<file path="src/rv32v_pkg.sv">
`default_nettype none

package rv32v_pkg;

    // lane and register counts
    localparam int num_lanes = 4;
    localparam int num_vregs = 8;

    // one 32-bit element per lane
    typedef logic [31:0] word_t;

    // full vector register, lane k in bits 32k+31:32k
    typedef logic [num_lanes*32-1:0] vreg_t;

    typedef logic [2:0] vreg_addr_t;

    typedef logic [num_lanes-1:0] lane_mask_t;

    typedef logic [4:0] imm_t;

    // integer ALU operations
    typedef enum logic [3:0] {
        VALU_ADD = 4'd0,
        VALU_SUB = 4'd1,
        VALU_AND = 4'd2,
        VALU_OR  = 4'd3,
        VALU_XOR = 4'd4,
        VALU_SLL = 4'd5,
        VALU_SRL = 4'd6,
        VALU_SRA = 4'd7,
        VALU_SEQ = 4'd8,
        VALU_SLT = 4'd9,
        VALU_MIN = 4'd10,
        VALU_MAX = 4'd11,
        VALU_MV  = 4'd12,
        VALU_VID = 4'd13
    } valu_op_t;

    // where operand b comes from
    typedef enum logic [1:0] {
        SRC_VREG   = 2'd0,
        SRC_IMM    = 2'd1,
        SRC_SCALAR = 2'd2
    } vsrc_t;

endpackage

`default_nettype wire

</file>
<file path="src/rv32v_lane_alu.sv">
`default_nettype none

module rv32v_lane_alu (
    input  rv32v_pkg::valu_op_t  op,
    input  logic [1:0]           lane_idx,
    input  rv32v_pkg::word_t     opa,
    input  rv32v_pkg::word_t     opb,
    input  rv32v_pkg::word_t     vd_old,
    input  logic                 mask_bit,
    output rv32v_pkg::word_t     res
);

    rv32v_pkg::word_t alu_res;
    logic [4:0]       shamt;
    logic             lt_signed;

    assign shamt     = opb[4:0];
    assign lt_signed = $signed(opa) < $signed(opb);

    always_comb begin
        case (op)
            rv32v_pkg::VALU_ADD: alu_res = opa + opb;
            rv32v_pkg::VALU_SUB: alu_res = opa - opb;
            rv32v_pkg::VALU_AND: alu_res = opa & opb;
            rv32v_pkg::VALU_OR:  alu_res = opa | opb;
            rv32v_pkg::VALU_XOR: alu_res = opa ^ opb;
            rv32v_pkg::VALU_SLL: alu_res = opa << shamt;
            rv32v_pkg::VALU_SRL: alu_res = opa >> shamt;
            rv32v_pkg::VALU_SRA: alu_res = $signed(opa) >>> shamt;
            // compares give 1 or 0 per lane, no mask packing
            rv32v_pkg::VALU_SEQ: alu_res = {31'b0, opa == opb};
            rv32v_pkg::VALU_SLT: alu_res = {31'b0, lt_signed};
            rv32v_pkg::VALU_MIN: alu_res = lt_signed ? opa : opb;
            rv32v_pkg::VALU_MAX: alu_res = lt_signed ? opb : opa;
            rv32v_pkg::VALU_MV:  alu_res = opb;
            rv32v_pkg::VALU_VID: alu_res = {30'b0, lane_idx};
            default:             alu_res = '0;
        endcase
    end

    // inactive lane keeps the old destination
    assign res = mask_bit ? alu_res : vd_old;

endmodule

`default_nettype wire

</file>
<file path="src/rv32v_ex_stage.sv">
`default_nettype none

module rv32v_ex_stage (
    input  logic                   CLK,
    input  logic                   rst_n,
    input  logic                   in_valid,
    output logic                   in_ready,
    input  rv32v_pkg::valu_op_t    in_op,
    input  rv32v_pkg::vreg_t       in_opa,
    input  rv32v_pkg::vreg_t       in_opb,
    input  rv32v_pkg::vreg_t       in_vd_old,
    input  rv32v_pkg::lane_mask_t  in_mask,
    input  rv32v_pkg::vreg_addr_t  in_vd,
    output logic                   res_valid,
    input  logic                   res_ready,
    output rv32v_pkg::vreg_addr_t  res_vd,
    output rv32v_pkg::vreg_t       res_data,
    output logic                   wb_en,
    output rv32v_pkg::vreg_addr_t  wb_vd,
    output rv32v_pkg::vreg_t       wb_data
);

    rv32v_pkg::vreg_t lane_res;
    logic             load;

    for (genvar k = 0; k < rv32v_pkg::num_lanes; k++) begin : g_lane
        rv32v_lane_alu lane_alu_inst (
            .op       (in_op),
            .lane_idx (2'(k)),
            .opa      (in_opa[32*k +: 32]),
            .opb      (in_opb[32*k +: 32]),
            .vd_old   (in_vd_old[32*k +: 32]),
            .mask_bit (in_mask[k]),
            .res      (lane_res[32*k +: 32])
        );
    end

    // result register takes a new entry when empty or draining
    assign in_ready = ~res_valid | res_ready;
    assign load     = in_valid & in_ready;

    always_ff @(posedge CLK) begin
        if (!rst_n) begin
            res_valid <= 1'b0;
        end else if (in_ready) begin
            res_valid <= in_valid;
        end
    end

    always_ff @(posedge CLK) begin
        if (load) begin
            res_vd   <= in_vd;
            res_data <= lane_res;
        end
    end

    // writeback fires with the result transfer
    assign wb_en   = res_valid & res_ready;
    assign wb_vd   = res_vd;
    assign wb_data = res_data;

endmodule

`default_nettype wire

</file>
<file path="config.mk">
export PLATFORM = sky130hd
export DESIGN_NAME = rv32v_ex_stage
export DESIGN_NICKNAME = d
export VERILOG_FILES = /design/src/rv32v_pkg.sv /design/src/rv32v_lane_alu.sv /design/src/rv32v_ex_stage.sv
export SDC_FILE = /design/constraint.sdc
export NUM_CORES = 2
export LEC_CHECK = 0
export BUFFER_PORTS_ARGS = -buffer_cell sky130_fd_sc_hd__buf_2
export CORE_MARGIN = 2
export CORE_UTILIZATION = 40
export DETAILED_ROUTE_END_ITERATION = 8
export GPL_TIMING_DRIVEN = 1
export PLACE_DENSITY = 0.64
export SLEW_MARGIN = 20
export SYNTH_ARGS = -nofsm -noshare
export SYNTH_HDL_FRONTEND = slang
export SYNTH_SLANG_ARGS = --single-unit
</file>
<file path="constraint.sdc">
create_clock -name CLK -period 5.3 [get_ports CLK]
set_input_delay 0 -clock CLK [delete_from_list [all_inputs] [get_ports CLK]]
set_output_delay 0 -clock CLK [all_outputs]
set_load 0.01 [all_outputs]
</file>
==> results.cfg <==
[timing]
fmax_mhz = 198.4
layout_min_cycle_time_ns = 5.041
report.final.setup_viol = 0
final.setup.tns_ns = 0
slew_headroom = 0.2787
hold_viol = 0
grt_setup_unrepaired = no
worstMarginPinSlew_ns = 1.074
hold_slack_ns = 0.02039
clock-skew-final_ns = 0.01452
fin_crit_sh = 0.9512
drv_slew = 0

[critical_path]
cp-start-kind = input pin
rrSetupSlack_ns = 3.54
cp-startpoint = in_opa[35]
endpoint_kind = flip-flop
required_ns = 5.71
critPathKind = in -> reg
r2r_start = res_valid
cp.arrival_ns = 5.45
crit_fanout = 19
rr_worst_depth = 3
r2r_end = res_data[41]

[yosys]
async_reset_ff_frac = 0
seq_area_frac_synth = 0.09378
synth_flop_cell = edfxtp_1
synth-adder-area-share = 0.1213
ys_types = 97
synth_top_family_by_area = compound AO/OA/AOI/OAI gates
synth_nets = 6595
syn_avg_cell_area_sq_um = 7.279
synth-simple-area-share = 0.1634
yosys_warnings = 0
synth_compound_area_frac = 0.3558
yosysTopAreaCellShare = 0.1175
synth_top_cell_by_area = ha_1
yosys-top-cells-area = ha_1 12%, edfxtp_1 9.3%, mux4_2 9.2%, a21oi_1 6.7%, nor2_1 5.6%
ys_ff_latch = 132
synth_edf_count = 131
muxShareOfSynthArea = 0.1514
netlist_area_sq_um = 42160
synthCells = 5792
synth_xor_xnor_area_share = 0.01018

[routing]
wl_per_cell_um = 30.63
drt-total-wl_mm = 234.0
vias_per_cell = 6.897
vias = 52680
first_pass_iters = 9
drt_iter0_markers = 7932
ant_nets = 0
drc_errors = 3

[status]
status = complete, but fails checks
violations = design-rule violations

[grt]
antenna_found_initial = 22
grt_first_pass_wirelength_mm = 335.3
track_usage = 0.4148
grt_pass1_vias = 48160
grt_max_degree = 86
overflow = 0

[place]
dp_hpwl_mm = 175.1
portBuffers = 663
gp_congestion = 1.035

[clock_network]
cts_buffers = 17
post_cts_buffers = 0
path_clk_slew_ns = 0.09
cts_tree = done
h-tree-depth = 4
ctsRootBufferMaster = clkbuf_16
clockBufferDepth = 2
clock_latency_ns = 0.56
cts_num_sinks = 132

[floorplan]
fp.dieH_um = 328.7
chipWidth_um = 328.7
coreArea_sq_um = 105000
start_util = 0.4017
num_io_pins = 664
dieArea_sq_um = 108000
rows = 119

[hold_path]
hp-class = in -> reg
worst_hold_path.num_cells = 3
min_from = in_opb[26]
min_to = res_data[26]

[finish]
area_delta_synth_final_pct = 15.02
layout-drive-gt1-share = 0.1847
nNetsFinal = 7028
final_cell_mix = 658 x buf_2, 628 x nor2_1, 561 x a21oi_1
layout_commonest_cell = buf_2

[job]
max-cap-violations = 0

[pwr]
peakVddDrop_v = 0.0002435
power.density_nw_per_um2 = 163.1
p_leak_nw = 20.41
-- Yosys cell counts, types with 38 or more instances --
cell       number
nor2_1        630
a21oi_1       561
o21ai_0       455
nand2_1       416
ha_1          396
inv_1         383
clkbuf_1      347
mux2i_1       199
mux4_2        173
a221oi_1      155
buf_4         137
edfxtp_1      131
a22oi_1       116
nand3_1       112
nor3_1        100
a211oi_1       88
buf_1          85
a31oi_1        74
a21o_1         71
o2111ai_1      70
o21bai_1       67
o211ai_1       60
o31ai_1        55
a221o_1        54
o22ai_1        53
mux2_2         44
xnor2_1        43
buf_2          42
nor2b_1        41
nand2b_1       40
o221ai_1       38
-- metal layers --
layer | share of wire | wire [um] | GRT usage
met1 | 0.39 | 92090 | 0.5534
met2 | 0.43 | 100900 | 0.6262
met3 | 0.12 | 27830 | 0.09642
met4 | 0.055 | 12950 | 0.2050
met5 | 0.00081 | 190 | 0
-- power breakdown --
part | internal [mW] | switching, mW | leakage [nW]
combinational | 1.85 | 3.18 | 18.8
clock | 0.823 | 0.690 | 0.303
sequential | 1.29 | 0.0839 | 1.28
-- critical path, stage by stage --
cell and delay (ns):
dlygate4sd3_1 0.53, buf_2 0.25, inv_1 0.09, ha_1 0.42, inv_1 0.08, a21oi_1 0.28
o211ai_1 0.29, a221oi_2 0.64, a2111oi_2 0.22, o41ai_4 0.54, mux2i_4 0.78, buf_4 0.34
a221oi_1 0.11, a41oi_1 0.24, dlygate4sd3_1 0.57
-- how the worst max path moves through the flow --
stage,cells past startpoint,endpoint,slack (ns)
5_1_grt,15,res_data[39],0.04
2_1_floorplan,17,res_data[94],1.00
6_report,15,res_data[39],0.26
4_1_cts,15,res_data[39],0.46
3_5_place_dp,13,res_data[20],0.80
3_3_place_gp,13,res_data[20],0.88
-- flip-flops by register name (all words and copies together), names as in the netlist --
register / flops
res_data: 128
res_vd: 3
res_valid: 1
-- metrics by stage --
step	area (sq um)	cells	total power [mW]	utilization	worst slack [ns]
after CTS	48470	7629	7.725	0.4618	0.4581
after detailed placement	45680	7381	6.006	0.4352	0.8027
after floorplan	42160	5792	4.358	-	1.004
final	48490	7637	7.909	0.4620	0.2588
after global placement	45680	7381	6.017	0.4352	0.8789
after global routing	48470	7629	8.229	0.4618	0.03860
-- cell families after synthesis --
logic type	Yosys count
AND/OR/NAND/NOR	1549
buffers and inverters	1011
multiplexers	416
XOR/XNOR	49
adder cells (fa/ha/maj)	404
flip-flops	132
AO/OA/AOI/OAI	2231
-- area by class of cell --
type,count,area [sq um]
sequential,132,3954
timing repair buffer,1030,6701
inverter,395,1483
clock inverter,9,150.1
tap,1391,1740
fill,10750,56480
multi-input combinational,4649,33970
antenna,8,20.02
clock buffer,23,478.0
-- what timing repair did --
action	CTS	global route
gates resized for setup	0	0
endpoints found under the hold margin	130	0
hold buffers	216	0
Note: power is estimated with default switching activity, not from simulation.
