`src/rv32v_pkg.sv`:
```
`default_nettype none

package rv32v_pkg;

    // lane and register counts
    localparam int num_lanes = 4;
    localparam int num_vregs = 8;

    // one 32-bit element per lane
    typedef logic [31:0] word_t;

    // full vector register, lane k in bits 32k+31:32k
    typedef logic [num_lanes*32-1:0] vreg_t;

    typedef logic [2:0] vreg_addr_t;

    typedef logic [num_lanes-1:0] lane_mask_t;

    typedef logic [4:0] imm_t;

    // integer ALU operations
    typedef enum logic [3:0] {
        VALU_ADD = 4'd0,
        VALU_SUB = 4'd1,
        VALU_AND = 4'd2,
        VALU_OR  = 4'd3,
        VALU_XOR = 4'd4,
        VALU_SLL = 4'd5,
        VALU_SRL = 4'd6,
        VALU_SRA = 4'd7,
        VALU_SEQ = 4'd8,
        VALU_SLT = 4'd9,
        VALU_MIN = 4'd10,
        VALU_MAX = 4'd11,
        VALU_MV  = 4'd12,
        VALU_VID = 4'd13
    } valu_op_t;

    // where operand b comes from
    typedef enum logic [1:0] {
        SRC_VREG   = 2'd0,
        SRC_IMM    = 2'd1,
        SRC_SCALAR = 2'd2
    } vsrc_t;

endpackage

`default_nettype wire

```
`src/rv32v_uop_fifo.sv`:
```
`default_nettype none

module rv32v_uop_fifo #(
    parameter int DEPTH = 2
) (
    input  logic                   CLK,
    input  logic                   rst_n,
    input  logic                   in_valid,
    output logic                   in_ready,
    input  rv32v_pkg::valu_op_t    in_op,
    input  rv32v_pkg::vreg_t       in_opa,
    input  rv32v_pkg::vreg_t       in_opb,
    input  rv32v_pkg::vreg_t       in_vd_old,
    input  rv32v_pkg::lane_mask_t  in_mask,
    input  rv32v_pkg::vreg_addr_t  in_vd,
    output logic                   out_valid,
    input  logic                   out_ready,
    output rv32v_pkg::valu_op_t    out_op,
    output rv32v_pkg::vreg_t       out_opa,
    output rv32v_pkg::vreg_t       out_opb,
    output rv32v_pkg::vreg_t       out_vd_old,
    output rv32v_pkg::lane_mask_t  out_mask,
    output rv32v_pkg::vreg_addr_t  out_vd
);

    rv32v_pkg::valu_op_t   op_mem     [DEPTH];
    rv32v_pkg::vreg_t      opa_mem    [DEPTH];
    rv32v_pkg::vreg_t      opb_mem    [DEPTH];
    rv32v_pkg::vreg_t      vd_old_mem [DEPTH];
    rv32v_pkg::lane_mask_t mask_mem   [DEPTH];
    rv32v_pkg::vreg_addr_t vd_mem     [DEPTH];

    logic [$clog2(DEPTH)-1:0]   wr_ptr;
    logic [$clog2(DEPTH)-1:0]   rd_ptr;
    logic [$clog2(DEPTH+1)-1:0] count;
    logic                       push;
    logic                       pop;

    assign in_ready  = (count != ($clog2(DEPTH+1))'(DEPTH));
    assign out_valid = (count != '0);
    assign push      = in_valid & in_ready;
    assign pop       = out_valid & out_ready;

    // pointers wrap on their own since DEPTH is a power of two
    always_ff @(posedge CLK) begin
        if (!rst_n) begin
            wr_ptr <= '0;
            rd_ptr <= '0;
            count  <= '0;
        end else begin
            if (push) begin
                wr_ptr <= wr_ptr + 1'b1;
            end
            if (pop) begin
                rd_ptr <= rd_ptr + 1'b1;
            end
            case ({push, pop})
                2'b10:   count <= count + 1'b1;
                2'b01:   count <= count - 1'b1;
                default: count <= count;
            endcase
        end
    end

    always_ff @(posedge CLK) begin
        if (push) begin
            op_mem[wr_ptr]     <= in_op;
            opa_mem[wr_ptr]    <= in_opa;
            opb_mem[wr_ptr]    <= in_opb;
            vd_old_mem[wr_ptr] <= in_vd_old;
            mask_mem[wr_ptr]   <= in_mask;
            vd_mem[wr_ptr]     <= in_vd;
        end
    end

    // head entry straight from storage
    assign out_op     = op_mem[rd_ptr];
    assign out_opa    = opa_mem[rd_ptr];
    assign out_opb    = opb_mem[rd_ptr];
    assign out_vd_old = vd_old_mem[rd_ptr];
    assign out_mask   = mask_mem[rd_ptr];
    assign out_vd     = vd_mem[rd_ptr];

endmodule

`default_nettype wire

```
`config.mk`:
```
export PLATFORM = sky130hd
export DESIGN_NAME = rv32v_uop_fifo
export DESIGN_NICKNAME = d
export VERILOG_FILES = /design/src/rv32v_pkg.sv /design/src/rv32v_uop_fifo.sv
export SDC_FILE = /design/constraint.sdc
export NUM_CORES = 1
export LEC_CHECK = 0
export BUFFER_PORTS_ARGS = -buffer_cell sky130_fd_sc_hd__buf_2
export CAP_MARGIN = 5
export CORE_AREA = 2 2 308 310
export CTS_CLUSTER_DIAMETER = 120
export DETAILED_ROUTE_END_ITERATION = 8
export DIE_AREA = 0 0 310 312
export GPL_TIMING_DRIVEN = 0
export HOLD_SLACK_MARGIN = 0.05
export PLACE_DENSITY_LB_ADDON = 0.2
export SETUP_SLACK_MARGIN = 0.2
export SLEW_MARGIN = 20
export SYNTH_ARGS = -nofsm -noshare
export SYNTH_HDL_FRONTEND = slang
export SYNTH_SLANG_ARGS = --single-unit
```
`constraint.sdc`:
```
create_clock -name CLK -period 12.6 [get_ports CLK]
set_input_delay 2.52 -clock CLK [delete_from_list [all_inputs] [get_ports CLK]]
set_output_delay 2.52 -clock CLK [all_outputs]
set_load 0.1 [all_outputs]
```
==> results of run 1 <==
[metal layers]
layer | up-vias | wire length [um] | global-route usage
met2 | 532 | 39700 | 0.269
met3 | 143 | 6130 | 0.0528
met1 | 7491 | 24500 | 0.140
li1 | 6851 | - | -
met4 | 22 | 2580 | 0.0697
met5 | - | 146 | 0
[cell type report]
| cell class | count | area (um^2) |
|---|---|---|
| diodes | 16 | 40.0 |
| well taps | 1254 | 1570 |
| repair buffers | 807 | 4300 |
| clock inverters | 39 | 430 |
| fillers | 8592 | 55500 |
| plain buffers | 44 | 470 |
| clock buffers | 110 | 2280 |
| flip-flops and latches | 795 | 23800 |
| multi-input cells | 413 | 4580 |
| inverters | 1 | 11.3 |
[synthesized netlist by cell type]
master	instances	area, um^2
a21bo_2	1	10.0
a21boi_0	1	7.51
a21boi_1	1	7.51
and2_1	1	6.26
and3_1	1	6.26
buf_2	4	20.0
buf_6	40	450
dfxtp_1	5	100
edfxtp_1	790	23700
ha_1	1	12.5
inv_1	1	3.75
mux2_2	395	4450
nand2_1	1	3.75
nand2b_1	1	6.26
nand3b_1	1	7.51
nor2b_1	2	12.5
o21a_1	1	7.51
o21ai_0	1	5.00
or2_2	1	6.26
or3_1	1	6.26
xnor2_1	3	26.3
[state kept, by name, indices dropped and copies added (netlist names), named ones only]
signal      flops
mask_mem        8
opa_mem       256
count           2
op_mem          8
opb_mem       256
vd_old_mem    256
rd_ptr          1
wr_ptr          1
vd_mem          6
[logic make-up (layout without fill, tap and decap cells)]
group                      Yosys count  count (layout)  synth area share
other                                0              16                 0
muxes                              395             395             0.154
xor gates and xnor gates             3               3          0.000910
AOI/OAI and AO/OA                    5               5           0.00130
adders and majority gates            1               1          0.000433
DFF                                795             795             0.825
and+or+nand+nor                      9               9           0.00191
buffers and inverters               45            1001            0.0164
[worst min-delay path, delay by kind of cell (launching register included)]
family	cells	cell delay, ns
flip-flops	1	0.33
AO/OA/AOI/OAI	2	0.15
[how the worst min path moves through the flow]
stage / startpoint / endpoint
after detailed placement: count[1] / count[1]
after CTS: count[1] / count[1]
after global routing: count[1] / count[1]
final: count[1] / count[1]
after floorplan: count[1] / count[1]
after global placement: count[1] / count[1]
[metrics by stage]
| step | instance area [um^2] | worst slack (ns) | setup TNS (ns) | hold WS [ns] | util |
|---|---|---|---|---|---|
| 6_report | 37500 | 7.73 | 0 | 0.534 | 0.403 |
| 5_1_grt | 37500 | 7.56 | 0 | 0.580 | 0.403 |
| 4_1_cts | 37500 | 7.53 | 0 | 0.538 | 0.403 |
| 3_5_place_dp | 34800 | 7.68 | 0 | 0.532 | 0.374 |
| 3_3_place_gp | 34400 | -5.26 | -3270.97 | 0.493 | 0.370 |
| 2_1_floorplan | 28900 | 0.255 | 0 | 0.479 | - |
[layout by cell type (no fill, tap or decap), types with 2 or more instances in the layout]
master     synthesis  final
clkbuf_16          0     88
inv_6              0      4
clkbuf_1           0     22
clkinv_1           0     15
bufinv_16          0      9
buf_6             40     40
buf_16             0     11
diode_2            0     16
mux2_2           395    395
xnor2_1            3      3
dfxtp_1            5      5
clkinv_2           0      9
buf_2              4    799
nor2b_1            2      2
edfxtp_1         790    790
==> qor.txt, run 1 <==
status: completed
hold path cells: 2
Worst path top cell family by delay: buffers and inverters
Area growth syn-to-layout: 29.9%
Die Span Y: 312 um
Slew Limit Fails: 0
CTS Buf Count: 85
CP required: 10.08 ns
Worst Setup EP: out_vd_old[115]
most used cell, CP: buf_2
Synth cell types: 21
# nets final: 2,547
H-tree Lvls: 3
sequential fraction of the synthesis area: 0.825
CTS root buf: clkbuf_16
first-iteration detailed-routing DRC count: 717
Syn Area/Cell: 23.0 um^2
global-route wire length before repair: 103,000 um
Via Count: 15,039
CTS clk-pin slew, worst paths: 0.06 ns
Worst-Skew Late Latency: 0.64 ns
Worst setup SP type: register
fmax: 205 MHz
Syn Nets: 1,653
Setup crit end kind: primary output
boundary pin count: 796
critical path's largest stage delay: 0.45 ns
total grt overflow: 0
crit path DAT: 2.35 ns
maxcap violations: 0
total track usage: 0.145
Period minus WS final: 4.87 ns
core area: 93,000 um^2
Die Span X: 310 um
CP cell instances: buf_6 -> buf_2 -> mux2_2 -> buf_2
Hold Violations, Final: 0
slowest CP cell: buf_2
RSZ-0062 raised after global routing: no
site row count: 112
CTS tree: done
final cell count without fillers: 3,479
largest net degree at the start of global routing: 100
IO Port Bufs: 795
setup violators final: 0
Seq cells post-synth: 795
initial antenna violation count: 27
Residual DRC: 0
Worst Skew: 0.0266 ns
worst-margin pin slew: 0.581 ns
Tcrit/Tclk final: 0.387
Mapped Cells: 1,253
Post-Syn Area: 28,900 um^2
Buf+Inv Stages, Crit Path: 3
wire per inst: 21.0 um
Inst Count DP: 3,314
Levels on crit path: 4
DP Wirelength: 53,200 um
Placer Congestion: 0.770
CP Class: reg -> out
Via density: 4.32
Min-Delay Path Class: reg -> reg
vias in the first global route: 16,129
Reg2Reg Depth: 6
share of layout cells above drive strength 1: 0.617
postcts setup bufs: 0
Pre-Repair DR Iteration Count: 6
# hold bufs at CTS: 0
worst reg2reg setup slack: 9.70 ns
deepest clock path buffer count: 3
Synthesis Warnings: 0
FF-to-FF Start: count[0]
Final ANT Viol Nets: 0
final wirelength: 73,100 um
Worst Path Max Fanout: 10
die area: 96,700 um^2
reg2reg end: opb_mem[1][66]
Initial Util: 0.310
Max-slew headroom: 0.613
clk sink count: 795
post-cts resize count: 0
Power of run 1 is not shown: default switching activity piles up to over one toggle a cycle in this logic, so the estimate is an artifact.
==> run 2, diff against run 1 <==
==> constraint.sdc (replaced) <==
create_clock -name CLK -period 4.82 [get_ports CLK]
set_input_delay 0.964 -clock CLK [delete_from_list [all_inputs] [get_ports CLK]]
set_output_delay 0.964 -clock CLK [all_outputs]
set_load 0.1 [all_outputs]
==> run 2 against run 1 <==
First-iteration DRC count grew 12%. Core utilization rose by 0.24 points. Cell count increased by 0.46%. Critical endpoint is now out_opb[92].
==> qor.txt, run 2 (synthesized netlist as in run 1, its figures left out) <==
status: completed
deepest clock path buffer count: 3
Top Registers: opa_mem: 256 flops, opb_mem: 256 flops, vd_old_mem: 256 flops
RSZ-0062 raised after global routing: no
global-route wire length before repair: 105,000 um
Max-slew headroom: 0.597
final wirelength: 75,400 um
Via Count: 15,162
boundary pin count: 796
Pre-Repair DR Iteration Count: 5
CTS tree: done
setup violators final: 0
Setup crit end kind: primary output
DP Wirelength: 55,400 um
Worst Skew: 0.0172 ns
CTS root buf: clkbuf_16
CP Class: reg -> out
Tcrit/Tclk final: 0.679
Final Instance Area: 37,700 um^2
total grt overflow: 0
hold path cells: 1
wire per inst: 21.6 um
initial antenna violation count: 33
reg2reg end: vd_old_mem[0][71]
Reg2Reg Depth: 9
hold path startpoint: in_opb[87]
Die Span Y: 312 um
core area: 93,000 um^2
site row count: 112
FF-to-FF Start: count[0]
# hold bufs at CTS: 0
worst-margin pin slew: 0.605 ns
Hold Violations, Final: 0
Die Span X: 310 um
H-tree Lvls: 3
fmax: 305 MHz
Worst-Skew Late Latency: 0.64 ns
postcts setup bufs: 0
CTS clk-pin slew, worst paths: 0.06 ns
largest net degree at the start of global routing: 53
CP required: 3.86 ns
Via density: 4.34
CTS Buf Count: 88
post-cts resize count: 0
clk sink count: 795
# nets final: 2,561
commonest non-fill, non-tap cell in the layout: buf_2
Slew Limit Fails: 0
Placer Congestion: 0.753
Min-Delay Path Class: in -> reg
Final ANT Viol Nets: 0
Residual DRC: 0
Area growth syn-to-layout: 30.7%
commonest non-fill, non-tap cells in the layout: 799 x buf_2, 790 x edfxtp_1, 395 x mux2_2, 90 x clkbuf_16, 40 x buf_6
Worst setup SP type: register
placed cell area: 35,000 um^2
total track usage: 0.149
IO Port Bufs: 795
vias in the first global route: 16,245
Inst Count DP: 3,325
Worst Path Max Fanout: 10
Initial Util: 0.310
share of layout cells above drive strength 1: 0.621
maxcap violations: 0
crit path DAT: 2.31 ns
final cell count without fillers: 3,495
worst reg2reg setup slack: 1.92 ns
Period minus WS final: 3.27 ns
die area: 96,700 um^2
first-iteration detailed-routing DRC count: 804
hold endpoint: opb_mem[1][87]
run 2: changes by cell type in the layout (fill, tap and decap cells not counted), moves of 3 or more:
cell        change
buf_12         +12
clkinv_2        +5
clkinvlp_4      +3
bufinv_16       -3
clkbuf_1        -7
clkinv_1        +5
run 2: cell type report:
class	instances	area (um^2)
diodes	15	37.5
plain buffers	44	470
clock buffers	105	2310
clock inverters	50	419
fillers	8540	55300
inverters	1	7.51
multi-input cells	413	4590
flip-flops and latches	795	23800
well taps	1254	1570
repair buffers	818	4510
run 2: worst max-delay path by stage:
stage	end	start	cells past startpoint	slack [ns]
floorplan	mask_mem[0][0]	in_valid	2	-2.59
global placement	vd_old_mem[0][89]	in_valid	3	-6.48
detailed placement	vd_old_mem[1][71]	in_valid	6	1.41
CTS	out_opa[32]	register	5	1.35
global route	out_opa[38]	register	5	1.36
finish	out_opb[92]	register	5	1.55
run 2: worst max-delay path: stages, from the launching register on:
cell,delay [ns]
dfxtp_1,0.32
buf_6,0.18
buf_6,0.23
buf_6,0.22
mux2_2,0.40
buf_2,0.31
run 2: stage by stage:
step	setup WS, ns	hold WS [ns]	utilization	setup TNS [ns]
after global placement	-6.48	0.524	0.370	-4194.06
after floorplan	-2.59	0.504	-	-1559.40
after detailed placement	1.41	0.539	0.376	0
after global routing	1.36	0.459	0.406	0
after CTS	1.35	0.438	0.405	0
final	1.55	0.512	0.406	0
run 2: metal layers:
layer  wire length [um]  track usage  share of wire
met1              25400        0.147           0.34
met2              40900        0.275           0.54
met3               5890       0.0511          0.078
met4               2960       0.0756          0.039
met5                216            0         0.0029
Power of run 2 is left out for the same reason.
==> run 3, diff against run 2 <==
==> constraint.sdc (replaced) <==
create_clock -name CLK -period 3.1 [get_ports CLK]
set_input_delay 0.62 -clock CLK [delete_from_list [all_inputs] [get_ports CLK]]
set_output_delay 0.62 -clock CLK [all_outputs]
set_load 0.1 [all_outputs]
==> run 3 against run 2 <==
Design area is 2.3% higher. Cell count is 0.17% higher. Wire length is 0.85% lower. Largest cell class unchanged.
==> qor.txt, run 3 (synthesized netlist as in run 1, its figures left out) <==
status: completed
Final ANT Viol Nets: 0
most used cell, CP: buf_2
site row count: 112
Die Span X: 310 um
Top Registers: opa_mem: 256 flops, opb_mem: 256 flops, vd_old_mem: 256 flops
initial antenna violation count: 28
pre-CTS setup slack: -0.0300 ns
Setup crit end kind: primary output
Hold Violations, Final: 0
H-tree Lvls: 3
die area: 96,700 um^2
worst reg2reg setup slack: 0.37 ns
maxcap violations: 0
# nets final: 2,567
Worst-Skew Late Latency: 0.64 ns
CP cell instances: buf_12 -> buf_2 -> mux2_2 -> buf_2
Worst setup SP type: register
Worst Path Max Fanout: 10
Final Instance Area: 38,600 um^2
commonest non-fill, non-tap cell in the layout: edfxtp_1
Worst Skew: 0.0144 ns
total grt overflow: 0
placed cell area: 35,000 um^2
CTS Buf Count: 87
RSZ-0062 raised after global routing: yes
final wirelength: 74,700 um
DP Wirelength: 55,600 um
Placer Congestion: 0.769
first-iteration detailed-routing DRC count: 830
core area: 93,000 um^2
IO Port Bufs: 795
deepest clock path buffer count: 3
CP Class: reg -> out
vias in the first global route: 16,326
total track usage: 0.148
crit path DAT: 2.18 ns
CTS tree: done
slowest CP cell: mux2_2
Max-slew headroom: 0.632
global-route wire length before repair: 105,000 um
CTS root buf: clkbuf_16
Via density: 4.35
commonest non-fill, non-tap cells in the layout: 790 x edfxtp_1, 448 x buf_2, 394 x mux2_2, 339 x buf_4, 89 x clkbuf_16
boundary pin count: 796
CTS clk-pin slew, worst paths: 0.06 ns
Slew Limit Fails: 0
share of layout cells above drive strength 1: 0.618
Min-Delay Path Class: in -> reg
critical path's largest stage delay: 0.40 ns
Initial Util: 0.310
largest net degree at the start of global routing: 47
clk sink count: 795
Residual DRC: 0
wire per inst: 21.3 um
Tcrit/Tclk final: 0.904
fmax: 357 MHz
post-layout util: 0.415
final worst slack: 0.298 ns
Period minus WS final: 2.80 ns
Pre-Repair DR Iteration Count: 4
# hold bufs at CTS: 0
Via Count: 15,217
setup violators final: 0
Die Span Y: 312 um
worst-margin pin slew: 0.557 ns
Area growth syn-to-layout: 33.7%
CP required: 2.48 ns
run 3: cell count changes in the layout (fill, tap and decap cells not counted), sizes merged:
cell,delta
clkinvlp,-1
diode,+2
inv,-2
buf,-7
bufinv,-4
clkinv,-3
clkbuf,+20
and3,+1
run 3: metal layers:
layer,vias to the layer above,wire length [um],track usage
met3,143,5490,0.0515
met4,18,2410,0.0612
met1,7663,25500,0.147
li1,6892,-,-
met2,501,41200,0.276
met5,-,126,0
run 3: layout make-up:
type,instances,area [um^2]
sequential,795,23800
buffer,44,520
antenna,17,42.5
multi-input combinational,414,4600
timing repair buffer,824,5480
inverter,1,7.51
clock inverter,40,240
fill,8565,54500
tap,1254,1570
clock buffer,112,2310
run 3: path summary, 6_finish.rpt:
kind	start	end	cells past startpoint
worst max register to register	count[0]	opb_mem[1][50]	7
worst min-delay path	in_opa[66]	opa_mem[0][66]	1
worst max-delay path	register	out_opa[13]	4
worst min register to register	count[1]	count[1]	2
run 3: repair_timing:
action	in CTS	in global routing
resized for setup	308	94
setup buffers	0	3
cloned	1	0
pin swaps	1	0
setup endpoints to repair	407	112
run 3: worst max-delay path, delay by kind of cell, from the launching register on:
kind / cells / cell delay, ns
buf+inv: 3 / 0.78
mux: 1 / 0.40
flops: 1 / 0.35
run 3: per-stage QoR:
stage,hold WS [ns],std cells,setup TNS (ns)
finish,0.166,3501,0
CTS,0.105,3481,0
detailed placement,0.553,3328,-0.933
floorplan,0.504,1253,-2751.57
global placement,0.526,3302,-5355.98
global route,0.117,3499,0
Power of run 3 is left out for the same reason.
